## src/design/prefetch_pkg.sv

```systemverilog
/*
  Shared types and constants of the instruction prefetch buffer.
  Addresses and instructions are 32 bits and every fetch is word aligned.
  QUEUE_DEPTH must be at least 2 so that one response can still land
  after the controller has stopped issuing sequential requests.
*/

package prefetch_pkg;

  ////////////////////////////////////////////////////////////////////////////
  // data widths
  ////////////////////////////////////////////////////////////////////////////

  localparam int unsigned ADDR_W  = 32;
  localparam int unsigned INSTR_W = 32;

  // byte address on the fetch port
  typedef logic [ADDR_W-1:0] addr_t;
  // one fetched instruction word
  typedef logic [INSTR_W-1:0] instr_t;

  // distance in bytes between two sequential instruction words
  localparam addr_t FETCH_STEP = addr_t'(4);

  ////////////////////////////////////////////////////////////////////////////
  // instruction queue
  ////////////////////////////////////////////////////////////////////////////

  localparam int unsigned QUEUE_DEPTH = 2;
  localparam int unsigned QUEUE_PTR_W = $clog2(QUEUE_DEPTH);

  // the count has to reach QUEUE_DEPTH itself so it gets one extra value
  typedef logic [$clog2(QUEUE_DEPTH+1)-1:0] queue_cnt_t;
  typedef logic [QUEUE_PTR_W-1:0] queue_ptr_t;

  // no new sequential request goes out at or above this occupancy
  localparam queue_cnt_t QUEUE_ALM_FULL = queue_cnt_t'(QUEUE_DEPTH - 1);
  // highest slot index before the pointers wrap around
  localparam queue_ptr_t QUEUE_LAST = queue_ptr_t'(QUEUE_DEPTH - 1);

  ////////////////////////////////////////////////////////////////////////////
  // fetch controller states
  ////////////////////////////////////////////////////////////////////////////

  typedef enum logic [2:0] {
    FS_IDLE,
    FS_WAIT_GNT,
    FS_WAIT_RVALID,
    FS_WAIT_ABORTED,
    FS_WAIT_JUMP
  } fetch_state_e;

endpackage

```

## src/design/instr_queue_if.sv

```systemverilog
/*
  Link between the fetch controller and the instruction queue.
  The response word and its valid are driven from outside both modports
  straight from the memory port. The controller only decides what happens
  to that word and the queue reports its own status back.
*/

`timescale 1ns/1ps

interface instr_queue_if;

  // response of the instruction memory in the current cycle
  logic                 resp_valid;
  prefetch_pkg::instr_t resp_data;

  // store the current response word instead of passing it on
  logic                 resp_push;
  // empty the queue at the next edge and win over a push
  logic                 resp_flush;

  // queue status as seen by the controller
  logic                 q_not_empty;
  logic                 q_has_space;
  // head word leaves the queue in this cycle
  logic                 q_pop;

  // the controller never needs the data word itself
  modport ctrl (
    input  resp_valid,
    input  q_not_empty,
    input  q_has_space,
    output resp_push,
    output resp_flush
  );

  modport queue (
    input  resp_valid,
    input  resp_data,
    input  resp_push,
    input  resp_flush,
    output q_not_empty,
    output q_has_space,
    output q_pop
  );

endinterface

```

## src/design/fetch_ctrl.sv

```systemverilog
/*
  Fetch state machine of the prefetch buffer. Mealy style so requests,
  pushes and flushes are combinational in the cycle of their cause.
  Only one memory request is ever outstanding. A branch while a response
  is still in flight waits for that stale response and drops it.
  A protection fault stops fetching until the next branch.
  The branch pulse is expected only while req_i is high.
*/

`timescale 1ns/1ps

module fetch_ctrl (
  input  logic                clk,
  input  logic                rst_n,
  input  logic                req_i,
  input  logic                branch_i,
  input  prefetch_pkg::addr_t addr_i,
  input  logic                ready_i,
  input  logic                instr_gnt_i,
  input  logic                instr_err_pmp_i,
  input  logic                valid_i,
  output logic                instr_req_o,
  output prefetch_pkg::addr_t instr_addr_o,
  output logic                fetch_failed_o,
  output logic                busy_o,
  output logic                out_allowed_o,
  instr_queue_if.ctrl         q_if
);

  prefetch_pkg::fetch_state_e state_q;
  prefetch_pkg::fetch_state_e state_d;
  // state that follows once a request is put on the bus
  prefetch_pkg::fetch_state_e issue_state;

  // address of the last request that went out
  prefetch_pkg::addr_t addr_q;
  prefetch_pkg::addr_t next_seq_addr;
  logic                addr_upd;

  // a response has to be kept when the core cannot take it right now
  logic                keep_resp;

  ////////////////////////////////////////////////////////////////////////////
  // address and status
  ////////////////////////////////////////////////////////////////////////////

  // drop the byte offset of the last address and step to the next word
  assign next_seq_addr = {addr_q[prefetch_pkg::ADDR_W-1:2], 2'b00} + prefetch_pkg::FETCH_STEP;

  // older words still wait in the queue or the core is stalled
  assign keep_resp = q_if.q_not_empty | ~ready_i;

  // a faulting request is never granted so the fault wins over the grant
  assign issue_state = instr_err_pmp_i ? prefetch_pkg::FS_WAIT_JUMP :
                       instr_gnt_i     ? prefetch_pkg::FS_WAIT_RVALID :
                                         prefetch_pkg::FS_WAIT_GNT;

  assign busy_o = (state_q != prefetch_pkg::FS_IDLE) || instr_req_o;

  // the stale response of an aborted fetch must not reach the core
  assign out_allowed_o = (state_q != prefetch_pkg::FS_WAIT_ABORTED);

  ////////////////////////////////////////////////////////////////////////////
  // next state and memory port
  ////////////////////////////////////////////////////////////////////////////

  always_comb begin
    state_d         = state_q;
    instr_req_o     = 1'b0;
    instr_addr_o    = next_seq_addr;
    addr_upd        = 1'b0;
    fetch_failed_o  = 1'b0;
    q_if.resp_push  = 1'b0;
    q_if.resp_flush = 1'b0;

    unique case (state_q)
      // nothing outstanding
      prefetch_pkg::FS_IDLE: begin
        if (branch_i) begin
          instr_addr_o = addr_i;
        end
        // a branch always goes out since the queue is flushed with it
        if (req_i && (q_if.q_has_space || branch_i)) begin
          instr_req_o = 1'b1;
          addr_upd    = 1'b1;
          state_d     = issue_state;
        end
      end

      // request is on the bus and holds until granted
      prefetch_pkg::FS_WAIT_GNT: begin
        instr_req_o  = 1'b1;
        instr_addr_o = addr_q;
        // nothing was granted yet so the request simply changes target
        if (branch_i) begin
          instr_addr_o = addr_i;
          addr_upd     = 1'b1;
        end
        state_d = issue_state;
      end

      // granted and waiting for the response
      prefetch_pkg::FS_WAIT_RVALID: begin
        if (branch_i) begin
          instr_addr_o = addr_i;
        end
        if (req_i && (q_if.q_has_space || branch_i)) begin
          if (q_if.resp_valid) begin
            // response and next request share this cycle
            instr_req_o    = 1'b1;
            addr_upd       = 1'b1;
            q_if.resp_push = keep_resp;
            state_d        = issue_state;
          end else if (branch_i) begin
            // the word in flight now belongs to the old stream
            addr_upd = 1'b1;
            state_d  = prefetch_pkg::FS_WAIT_ABORTED;
          end
        end else if (q_if.resp_valid) begin
          // no room or no demand so take the word and rest
          q_if.resp_push = keep_resp;
          state_d        = prefetch_pkg::FS_IDLE;
        end
      end

      // the branch target was saved and the stale response is still due
      prefetch_pkg::FS_WAIT_ABORTED: begin
        instr_addr_o = addr_q;
        if (branch_i) begin
          instr_addr_o = addr_i;
          addr_upd     = 1'b1;
        end
        if (q_if.resp_valid) begin
          // stale word is thrown away and the target goes out at once
          q_if.resp_flush = 1'b1;
          instr_req_o     = 1'b1;
          state_d         = issue_state;
        end
      end

      // fetching stopped on a fault and only a branch restarts it
      prefetch_pkg::FS_WAIT_JUMP: begin
        // the core sees the failure once the good words are gone
        fetch_failed_o = ~valid_i;
        if (branch_i) begin
          fetch_failed_o = 1'b0;
          instr_addr_o   = addr_i;
          instr_req_o    = 1'b1;
          addr_upd       = 1'b1;
          state_d        = issue_state;
        end
      end

      default: begin
        state_d = prefetch_pkg::FS_IDLE;
      end
    endcase
  end

  ////////////////////////////////////////////////////////////////////////////
  // registers
  ////////////////////////////////////////////////////////////////////////////

  always_ff @(posedge clk or negedge rst_n) begin
    if (!rst_n) begin
      state_q <= prefetch_pkg::FS_IDLE;
      addr_q  <= '0;
    end else begin
      state_q <= state_d;
      // keep whatever address was issued or saved as branch target
      if (addr_upd) begin
        addr_q <= instr_addr_o;
      end
    end
  end

endmodule

```

## src/design/instr_queue.sv

```systemverilog
/*
  Small circular buffer for fetched instruction words.
  An empty queue passes the memory response straight to the core
  unless the controller hides it. A stored word shows up at the output
  one cycle after its push. Pushes above QUEUE_DEPTH are not checked here
  because the controller limits the words in flight.
*/

`timescale 1ns/1ps

module instr_queue (
  input  logic                 clk,
  input  logic                 rst_n,
  input  logic                 ready_i,
  input  logic                 out_allowed_i,
  input  logic                 branch_i,
  instr_queue_if.queue         q_if,
  output logic                 valid_o,
  output prefetch_pkg::instr_t rdata_o
);

  prefetch_pkg::instr_t     mem_q [prefetch_pkg::QUEUE_DEPTH];
  prefetch_pkg::queue_ptr_t rd_ptr_q;
  prefetch_pkg::queue_ptr_t wr_ptr_q;
  prefetch_pkg::queue_cnt_t cnt_q;

  logic flush;
  logic push;
  logic pop;

  // step a pointer and wrap it after the last slot
  function automatic prefetch_pkg::queue_ptr_t ptr_inc(
    input prefetch_pkg::queue_ptr_t ptr
  );
    if (ptr == prefetch_pkg::QUEUE_LAST) begin
      return '0;
    end
    return ptr + prefetch_pkg::queue_ptr_t'(1);
  endfunction

  ////////////////////////////////////////////////////////////////////////////
  // status and control
  ////////////////////////////////////////////////////////////////////////////

  // a branch empties the queue just like a flush from the controller
  assign flush = q_if.resp_flush | branch_i;
  assign push  = q_if.resp_push & q_if.resp_valid & ~flush;
  assign pop   = q_if.q_pop;

  assign q_if.q_not_empty = (cnt_q != '0);
  assign q_if.q_has_space = (cnt_q < prefetch_pkg::QUEUE_ALM_FULL);
  // the head leaves whenever the core accepts it
  assign q_if.q_pop       = q_if.q_not_empty & ready_i;

  ////////////////////////////////////////////////////////////////////////////
  // pointers and occupancy
  ////////////////////////////////////////////////////////////////////////////

  always_ff @(posedge clk or negedge rst_n) begin
    if (!rst_n) begin
      rd_ptr_q <= '0;
      wr_ptr_q <= '0;
      cnt_q    <= '0;
    end else if (flush) begin
      rd_ptr_q <= '0;
      wr_ptr_q <= '0;
      cnt_q    <= '0;
    end else begin
      if (push) begin
        wr_ptr_q <= ptr_inc(wr_ptr_q);
      end
      if (pop) begin
        rd_ptr_q <= ptr_inc(rd_ptr_q);
      end
      // a push and a pop together leave the count alone
      if (push && !pop) begin
        cnt_q <= cnt_q + prefetch_pkg::queue_cnt_t'(1);
      end else if (!push && pop) begin
        cnt_q <= cnt_q - prefetch_pkg::queue_cnt_t'(1);
      end
    end
  end

  // storage
  always_ff @(posedge clk) begin
    if (push) begin
      mem_q[wr_ptr_q] <= q_if.resp_data;
    end
  end

  ////////////////////////////////////////////////////////////////////////////
  // output towards the core
  ////////////////////////////////////////////////////////////////////////////

  always_comb begin
    if (q_if.q_not_empty) begin
      valid_o = 1'b1;
      rdata_o = mem_q[rd_ptr_q];
    end else begin
      // bypass with the data held at zero while no response is there
      valid_o = q_if.resp_valid & out_allowed_i;
      rdata_o = q_if.resp_data & {prefetch_pkg::INSTR_W{q_if.resp_valid}};
    end
  end

endmodule

```

## src/design/prefetch_buffer.sv

```systemverilog
/*
  Instruction prefetch buffer between the core fetch stage and the
  instruction memory port. The memory side uses request and grant with
  a separate response valid. The core side uses valid and ready.
  While the queue is empty valid_o may follow instr_rvalid_i and fall
  again without a transfer. That word is then already in the queue.
*/

`timescale 1ns/1ps

module prefetch_buffer (
  input  logic                 clk,
  input  logic                 rst_n,

  // core fetch stage
  input  logic                 req_i,
  input  logic                 branch_i,
  input  prefetch_pkg::addr_t  addr_i,
  input  logic                 ready_i,
  output logic                 valid_o,
  output prefetch_pkg::instr_t rdata_o,

  // instruction memory port
  output logic                 instr_req_o,
  input  logic                 instr_gnt_i,
  output prefetch_pkg::addr_t  instr_addr_o,
  input  prefetch_pkg::instr_t instr_rdata_i,
  input  logic                 instr_rvalid_i,
  input  logic                 instr_err_pmp_i,

  // status
  output logic                 fetch_failed_o,
  output logic                 busy_o
);

  // low while the controller waits for a response it has abandoned
  logic out_allowed;

  instr_queue_if q_if ();

  // the response path reaches the queue without any register
  assign q_if.resp_valid = instr_rvalid_i;
  assign q_if.resp_data  = instr_rdata_i;

  ////////////////////////////////////////////////////////////////////////////
  // fetch controller
  ////////////////////////////////////////////////////////////////////////////

  fetch_ctrl fetch_ctrl_inst (
    .clk             (clk),
    .rst_n           (rst_n),
    .req_i           (req_i),
    .branch_i        (branch_i),
    .addr_i          (addr_i),
    .ready_i         (ready_i),
    .instr_gnt_i     (instr_gnt_i),
    .instr_err_pmp_i (instr_err_pmp_i),
    .valid_i         (valid_o),
    .instr_req_o     (instr_req_o),
    .instr_addr_o    (instr_addr_o),
    .fetch_failed_o  (fetch_failed_o),
    .busy_o          (busy_o),
    .out_allowed_o   (out_allowed),
    .q_if            (q_if.ctrl)
  );

  ////////////////////////////////////////////////////////////////////////////
  // instruction queue
  ////////////////////////////////////////////////////////////////////////////

  instr_queue instr_queue_inst (
    .clk           (clk),
    .rst_n         (rst_n),
    .ready_i       (ready_i),
    .out_allowed_i (out_allowed),
    .branch_i      (branch_i),
    .q_if          (q_if.queue),
    .valid_o       (valid_o),
    .rdata_o       (rdata_o)
  );

endmodule

```

## config.mk

```make
export PLATFORM = sky130hd
export DESIGN_NAME = prefetch_buffer
export DESIGN_NICKNAME = d
export VERILOG_FILES = /design/src/design/prefetch_pkg.sv /design/src/design/instr_queue_if.sv /design/src/design/fetch_ctrl.sv /design/src/design/instr_queue.sv /design/src/design/prefetch_buffer.sv
export SDC_FILE = /design/constraint.sdc
export NUM_CORES = 1
export LEC_CHECK = 0
export BUFFER_PORTS_ARGS = -buffer_cell sky130_fd_sc_hd__buf_2
export CAP_MARGIN = 5
export CORE_MARGIN = 5
export CORE_UTILIZATION = 38
export DETAILED_ROUTE_END_ITERATION = 8
export HOLD_SLACK_MARGIN = 0.02
export PLACE_DENSITY = 0.62
export RECOVER_POWER = 100
export SETUP_SLACK_MARGIN = 0.3
export SKIP_CTS_REPAIR_TIMING = 1
export SYNTH_ARGS = -nofsm -noshare
export SYNTH_HDL_FRONTEND = slang
export SYNTH_SLANG_ARGS = --single-unit
```

## constraint.sdc

```tcl
create_clock -name clk -period 5.18 [get_ports clk]
set_clock_uncertainty 0.2 [all_clocks]
set_input_delay 0 -clock clk [delete_from_list [all_inputs] [get_ports clk]]
set_output_delay 0 -clock clk [all_outputs]
set_load 0.01 [all_outputs]
```

==> flow_metrics.tcl, run 1 <==
set metrics [dict create \
    cp_top_family "simple AND/OR/NAND/NOR gates" \
    reg2reg_to "fetch_ctrl_inst.addr_q[29]" \
    cap_violations 4 \
    ant_nets 0 \
    violations "hold timing, capacitance limit, slew limit" \
    finalCritPeriodShare 0.722 \
    numCtsBuffers 9 \
    hold_viol 1 \
    fin_nets 911 \
    critPathArrivalTime_ns 3.83 \
    viasPerCell 5.58 \
    seq_area_frac_synth 0.472 \
    r2r_cells 5 \
    hp-class "input port to flop" \
    setup_viol 0 \
    fin_area_um2 7790 \
    finalWorstSetupSlack_ns 1.44 \
    worstSetupStartpoint "fetch_ctrl_inst.state_q[0]" \
    max_slew.worst_pin.slew_ns 2.43 \
    worstSkewPairLatency_ns 0.35 \
    dieWidth_um 137 \
    synthAdderAreaFrac 0.00815 \
    drt-wirelength-per-cell_um 17.8 \
    cts-htree-levels 3 \
    synth_edf_count 64 \
    synthXorXnorAreaFrac 0.0285 \
    pin_count 140 \
    drc 0 \
    pwr_density_cell_nw_per_um2 510 \
    power_frac_seq 0.344 \
    synth_largest_area_cell "edfxtp_1" \
    synthFlopType "edfxtp_1" \
    fmax_mhz 267 \
    cts_tree "yes" \
    numPortBuffers 139 \
    path_cells "o21ai_0 > clkbuf_1 > nand3_1 > or4_1 > nand3_1" \
    rsz0062_at_grt "no" \
    synth_top_family_by_area "compound AO/OA/AOI/OAI gates" \
    cp.required_ns 5.27 \
    globalplace.congestion 0.829 \
    final_max_slew_viol_count 139 \
    die-height_um 137 \
    reg2reg_slack_ns 1.44 \
    path_max_fanout 23 \
    fin_crit_ns 3.74 \
    drt_pass1_iterations 5 \
    placed_area_um2 6950 \
    numClockSinks 103 \
    drt-initial-drc-count 488 \
    vias 5899 \
    synthesis.area_um2 6140 \
    synth_compound_area_frac 0.218 \
    end_kind "flop" \
    rows 46 \
    cp_slowest_cell "nand3_1" \
    grt_overflow 0 \
    worstHoldStart "instr_rvalid_i" \
    power_leakage_uw 0.00277 \
    track_usage 0.194 \
    synth-simple-area-share 0.169 \
    grt_max_degree 47 \
    hold_end "instr_queue_inst.wr_ptr_q" \
    regToRegStartpoint "fetch_ctrl_inst.state_q[0]" \
    synth_cell_types 60 \
    synthMuxAreaShare 0.0638 \
    setup-tns-final_ns 0 \
    internal_power_uw 2130 \
    p_clk_frac 0.169 \
    grt_pass1_vias 5515 \
    yosys-top-cells-area "edfxtp_1 (31%), dfrtp_1 (16%), mux2i_1 (6.2%)" \
    antenna_found_initial 0 \
    areaGrowthSynthToFinish_pct 26.8 \
    n_fill_cell 1535 \
    holdWs_ns -0.0542 \
    dp.final_hpwl_um 12700 \
    dieArea_um2 18800 \
    crit_buf_inv 1 \
    switchingPower_uw 1840 \
    cts-root-buf "clkbuf_16" \
    power_uw 3970 \
    swShare 0.464 \
    cp_common_cell "nand3_1" \
    relSlewSlack -0.623 \
    coreArea_um2 15900 \
    async_flop_share 0.379 \
    clk_pin_slew_ns 0.08 \
    crit_type "flop to flop" \
    start_util 0.387 \
    syn_avg_cell_area_um2 9.26 \
    vdd_drop_max_uv 210 \
    syn_nets 739 \
    pre_cts_ws_ns 2.15 \
    synth-seq-cells 103 \
    min_path_cells 4 \
    ys_warn_count 0 \
    status "complete, but fails checks" \
    grt_pass1_wl_um 28700 \
    netlist_instances 663 \
    critPathMaxStageDelay_ns 0.96 \
    start_kind "flop" \
    p_comb_frac 0.488 \
    synth_top_area_share 0.313 \
    final_layout_size_suffix_gt1_frac 0.0869 \
    clockBufferDepth 2 \
    wl_um 18800 \
]
==> routing by layer <==
| metal | part of all wire | up-vias | track usage |
|---|---|---|---|
| met5 | 0 | - | 0 |
| met3 | 0.074 | 34 | 0.0375 |
| met2 | 0.47 | 270 | 0.309 |
| met4 | 0.023 | 0 | 0.0710 |
| met1 | 0.44 | 2787 | 0.264 |
| li1 | - | 2808 | - |
==> layout by cell type, fill, tap and decap left out, types with 5 or more instances in the layout <==
cell type / n
a21o_1: 5
a21oi_1: 54
a221o_1: 5
a221oi_1: 6
a22oi_1: 9
a2bb2oi_1: 6
a31oi_1: 7
and3_1: 5
buf_2: 43
clkbuf_1: 101
clkbuf_16: 9
dfrtp_1: 38
dlygate4sd3_1: 69
edfxtp_1: 64
inv_1: 9
mux2i_1: 38
nand2_1: 86
nand2b_1: 6
nand3_1: 14
nand4_1: 7
nor2_1: 58
nor3_1: 18
nor4_1: 5
o21a_1: 5
o21ai_0: 60
o22a_1: 5
o22ai_1: 15
xnor2_1: 13
xor2_1: 7
==> cell families (layout without fill, tap and decap cells) <==
| kind of cell | after synthesis | in the layout |
|---|---|---|
| AND/OR/NAND/NOR | 223 | 223 |
| AO/OA/AOI/OAI | 211 | 211 |
| flip-flops | 103 | 103 |
| buffers and inverters | 63 | 240 |
| multiplexers | 39 | 39 |
| XOR/XNOR | 20 | 20 |
| adder cells (fa/ha/maj) | 4 | 4 |
| other | 0 | 1 |
==> worst register-to-register path, delay by kind of cell (launching register included) <==
family                 cells  cell delay (ns)
and+or+nand+nor            3             1.77
buffers and inverters      1             0.86
DFF                        1             0.61
AOI/OAI and AO/OA          1             0.24
==> power by group through the flow <==
stage	Sequential, uW	Combinational, uW	Clock (uW)
global placement	1360	1900	0
floorplan	1170	1470	0
CTS	1360	1950	688
finish	1370	1940	670
detailed placement	1370	1940	0
global route	1400	2140	721
==> synthesized netlist by cell type, types with 6 or more instances <==
| cell | instances |
|---|---|
| o22ai_1 | 15 |
| inv_1 | 9 |
| a221oi_1 | 6 |
| mux2i_1 | 38 |
| dfrtp_1 | 39 |
| a22oi_1 | 9 |
| a21oi_1 | 54 |
| buf_1 | 8 |
| nand2_1 | 86 |
| xor2_1 | 7 |
| nand3_1 | 14 |
| buf_2 | 9 |
| nand4_1 | 7 |
| clkbuf_1 | 32 |
| xnor2_1 | 13 |
| o21ai_0 | 58 |
| a31oi_1 | 7 |
| a2bb2oi_1 | 6 |
| nor3_1 | 18 |
| nor2_1 | 58 |
| edfxtp_1 | 64 |
| nand2b_1 | 6 |
==> stage by stage <==
stage,hold slack (ns),utilization,instances
2_1_floorplan,-0.496,-,663
3_3_place_gp,0.00212,0.438,971
3_5_place_dp,0.00458,0.438,971
4_1_cts,-0.375,0.456,987
5_1_grt,0.0208,0.490,1056
6_report,-0.0542,0.490,1057
==> registers in the layout, summed over array words and instances (netlist names) <==
signal                     flops
instr_queue_inst.rd_ptr_q      1
instr_queue_inst.wr_ptr_q      1
instr_queue_inst.mem_q        64
instr_queue_inst.cnt_q         2
fetch_ctrl_inst.state_q        3
fetch_ctrl_inst.addr_q        32
==> how the worst max path moves through the flow <==
stage / endpoint / slack, ns / cells past startpoint
4_1_cts: instr_addr_o[26] / 1.93 / 7
2_1_floorplan: instr_queue_inst.mem_q[0][0] / 1.27 / 4
3_3_place_gp: fetch_ctrl_inst.addr_q[2] / 2.21 / 5
3_5_place_dp: fetch_ctrl_inst.addr_q[2] / 2.15 / 5
6_report: fetch_ctrl_inst.addr_q[29] / 1.44 / 5
5_1_grt: instr_queue_inst.mem_q[1][7] / 1.14 / 5
==> final cells by class <==
class	instances	area, um2	share of cell area
Antenna cell	1	2.50	0.000321
Clock buffer	9	225	0.0289
Clock inverter	7	62.6	0.00803
Inverter	9	33.8	0.00434
Multi-Input combinational cell	497	3000	0.385
Sequential cell	103	2900	0.372
Tap cell	216	270	0.0347
Timing Repair Buffer	215	1300	0.167
Note: power is estimated with default switching activity, not from simulation.
==> run 2, diff against run 1 <==
Clock period 5.18 ns to 3.8 ns, I/O delays scaled along.
==> run 2 against run 1 <==
Compared with the run above:
- the run ends with capacitance limit, slew limit left
- core utilization up 0.39 points
- worst setup slack worse by 0.89 ns
- sequential cell count unchanged
- sequential power up 35%
- largest power group unchanged
==> flow_metrics.tcl, run 2 (synthesis gave the netlist of run 1 again) <==
set metrics [dict create \
    clk_pin_slew_ns 0.08 \
    track_usage 0.195 \
    globalplace.congestion 0.896 \
    numCtsBuffers 9 \
    viasPerCell 5.63 \
    drt-initial-drc-count 468 \
    hold_end "fetch_ctrl_inst.addr_q[4]" \
    r2r_cells 5 \
    status "complete, but fails checks" \
    power_leakage_uw 0.00282 \
    worstHoldStart "addr_i[4]" \
    regMostFlops "instr_queue_inst.mem_q" \
    crit_type "flop to output pin" \
    pre_cts_ws_ns 0.947 \
    start_kind "flop" \
    cap_violations 1 \
    dieArea_um2 18800 \
    rsz0062_at_grt "no" \
    power_frac_seq 0.338 \
    setup_viol 0 \
    swShare 0.455 \
    dp.final_hpwl_um 13000 \
    worstSkewPairLatency_ns 0.36 \
    wl_met2_um 9270 \
    maxUsedRoutingLayer "met4" \
    vdd_drop_max_uv 324 \
    fin_area_um2 7850 \
    final_layout_size_suffix_gt1_frac 0.0994 \
    critPathArrivalTime_ns 3.05 \
    cp.required_ns 3.60 \
    pin_count 140 \
    largest_register_ffs 64 \
    fmax_mhz 308 \
    clockBufferDepth 2 \
    min_path_cells 4 \
    finalCritPeriodShare 0.854 \
    reg2reg_slack_ns 0.60 \
    cts-root-buf "clkbuf_16" \
    start_util 0.387 \
    hp-class "input port to flop" \
    switchingPower_uw 2500 \
    pwr_density_cell_nw_per_um2 699 \
    relSlewSlack -0.585 \
    areaGrowthSynthToFinish_pct 27.8 \
    cts-htree-levels 3 \
    wl_met3_um 1330 \
    drt-wirelength-per-cell_um 17.9 \
    p_comb_frac 0.484 \
    drc 0 \
    rows 46 \
    final_cell_mix "clkbuf_1 (93), nand2_1 (86), dlygate4sd3_1 (69)" \
    placed_area_um2 7000 \
    reg2reg_to "instr_queue_inst.mem_q[1][4]" \
    final_core_util 0.494 \
    ant_nets 0 \
    grt_max_degree 40 \
    wirelength_met1_um 8190 \
    final_max_slew_viol_count 40 \
    cts_tree "yes" \
    internal_power_uw 2990 \
    grt_pass1_vias 5568 \
    violations "capacitance limit, slew limit" \
    numClockSinks 103 \
    power_uw 5480 \
    dieWidth_um 137 \
    numPortBuffers 139 \
    fin_crit_ns 3.25 \
    grt_pass1_wl_um 29000 \
    hold_viol 0 \
    finalWorstSetupSlack_ns 0.554 \
    p_clk_frac 0.179 \
    wl_um 19000 \
    antennaDiodeCount 0 \
    coreArea_um2 15900 \
    path_max_fanout 22 \
    die-height_um 137 \
    regToRegStartpoint "fetch_ctrl_inst.state_q[0]" \
    antenna_found_initial 0 \
    max_slew.worst_pin.slew_ns 2.38 \
    final_common_cell "clkbuf_1" \
    vias 5974 \
    fin_nets 916 \
    grt_overflow 0 \
    setup-tns-final_ns 0 \
    drt_pass1_iterations 5 \
    end_kind "output pin" \
    top_regs "instr_queue_inst.mem_q x64, fetch_ctrl_inst.addr_q x32, fetch_ctrl_inst.state_q x3" \
]
[run 2: cell count changes in the layout (fill, tap and decap cells not counted), moves of 3 or more]
cell	change
clkbuf_1	-8
buf_2	+6
buf_4	+4
clkbuf_2	+3
[run 2: per-layer routing]
metal	track usage	vias to the layer above
met3	0.0301	22
met2	0.315	253
li1	-	2816
met1	0.267	2883
met5	0	-
met4	0.0665	0
[run 2: worst max-delay path, cell delays in order, from the launching register on]
cell	delay, ns
dfrtp_1	0.40
inv_1	0.09
ha_1	0.48
and2_0	1.06
buf_4	0.33
nand2_1	0.06
o21ai_0	0.09
clkbuf_1	0.18
[run 2: final cells by class]
type,instances,area (um2)
clock inverters,7,85.1
repair buffers,220,1350
well taps,216,270
flip-flops and latches,103,2900
fillers,1521,8040
clock buffers,9,225
inverters,9,33.8
multi-input cells,497,2990
[run 2: metrics by stage]
step           cells  hold slack [ns]
2_1_floorplan    663           -0.496
3_3_place_gp     976          0.00279
3_5_place_dp     976           0.0116
4_1_cts          992           -0.369
5_1_grt         1061           0.0543
6_report        1061          0.00326
[run 2: worst max path at each step]
| stage | startpoint | end | slack [ns] | depth (start not counted) |
|---|---|---|---|---|
| detailed placement | fetch_ctrl_inst.state_q[0] | instr_queue_inst.mem_q[1][4] | 0.95 | 5 |
| floorplan | fetch_ctrl_inst.state_q[2] | instr_queue_inst.mem_q[0][0] | 0.87 | 4 |
| global placement | fetch_ctrl_inst.state_q[0] | instr_queue_inst.mem_q[1][1] | 1.16 | 5 |
| finish | instr_queue_inst.cnt_q[0] | rdata_o[1] | 0.55 | 7 |
| CTS | fetch_ctrl_inst.addr_q[2] | instr_addr_o[16] | 0.79 | 7 |
| global route | fetch_ctrl_inst.state_q[0] | instr_queue_inst.mem_q[1][4] | 0.32 | 5 |
[run 2: power by group through the flow]
stage / registers [uW] / logic [uW] / clock network [uW]
after floorplan: 1590 / 2000 / 0
after global placement: 1850 / 2610 / 0
after detailed placement: 1870 / 2660 / 0
after CTS: 1850 / 2670 / 1000
after global routing: 1900 / 2940 / 1050
final: 1850 / 2650 / 980
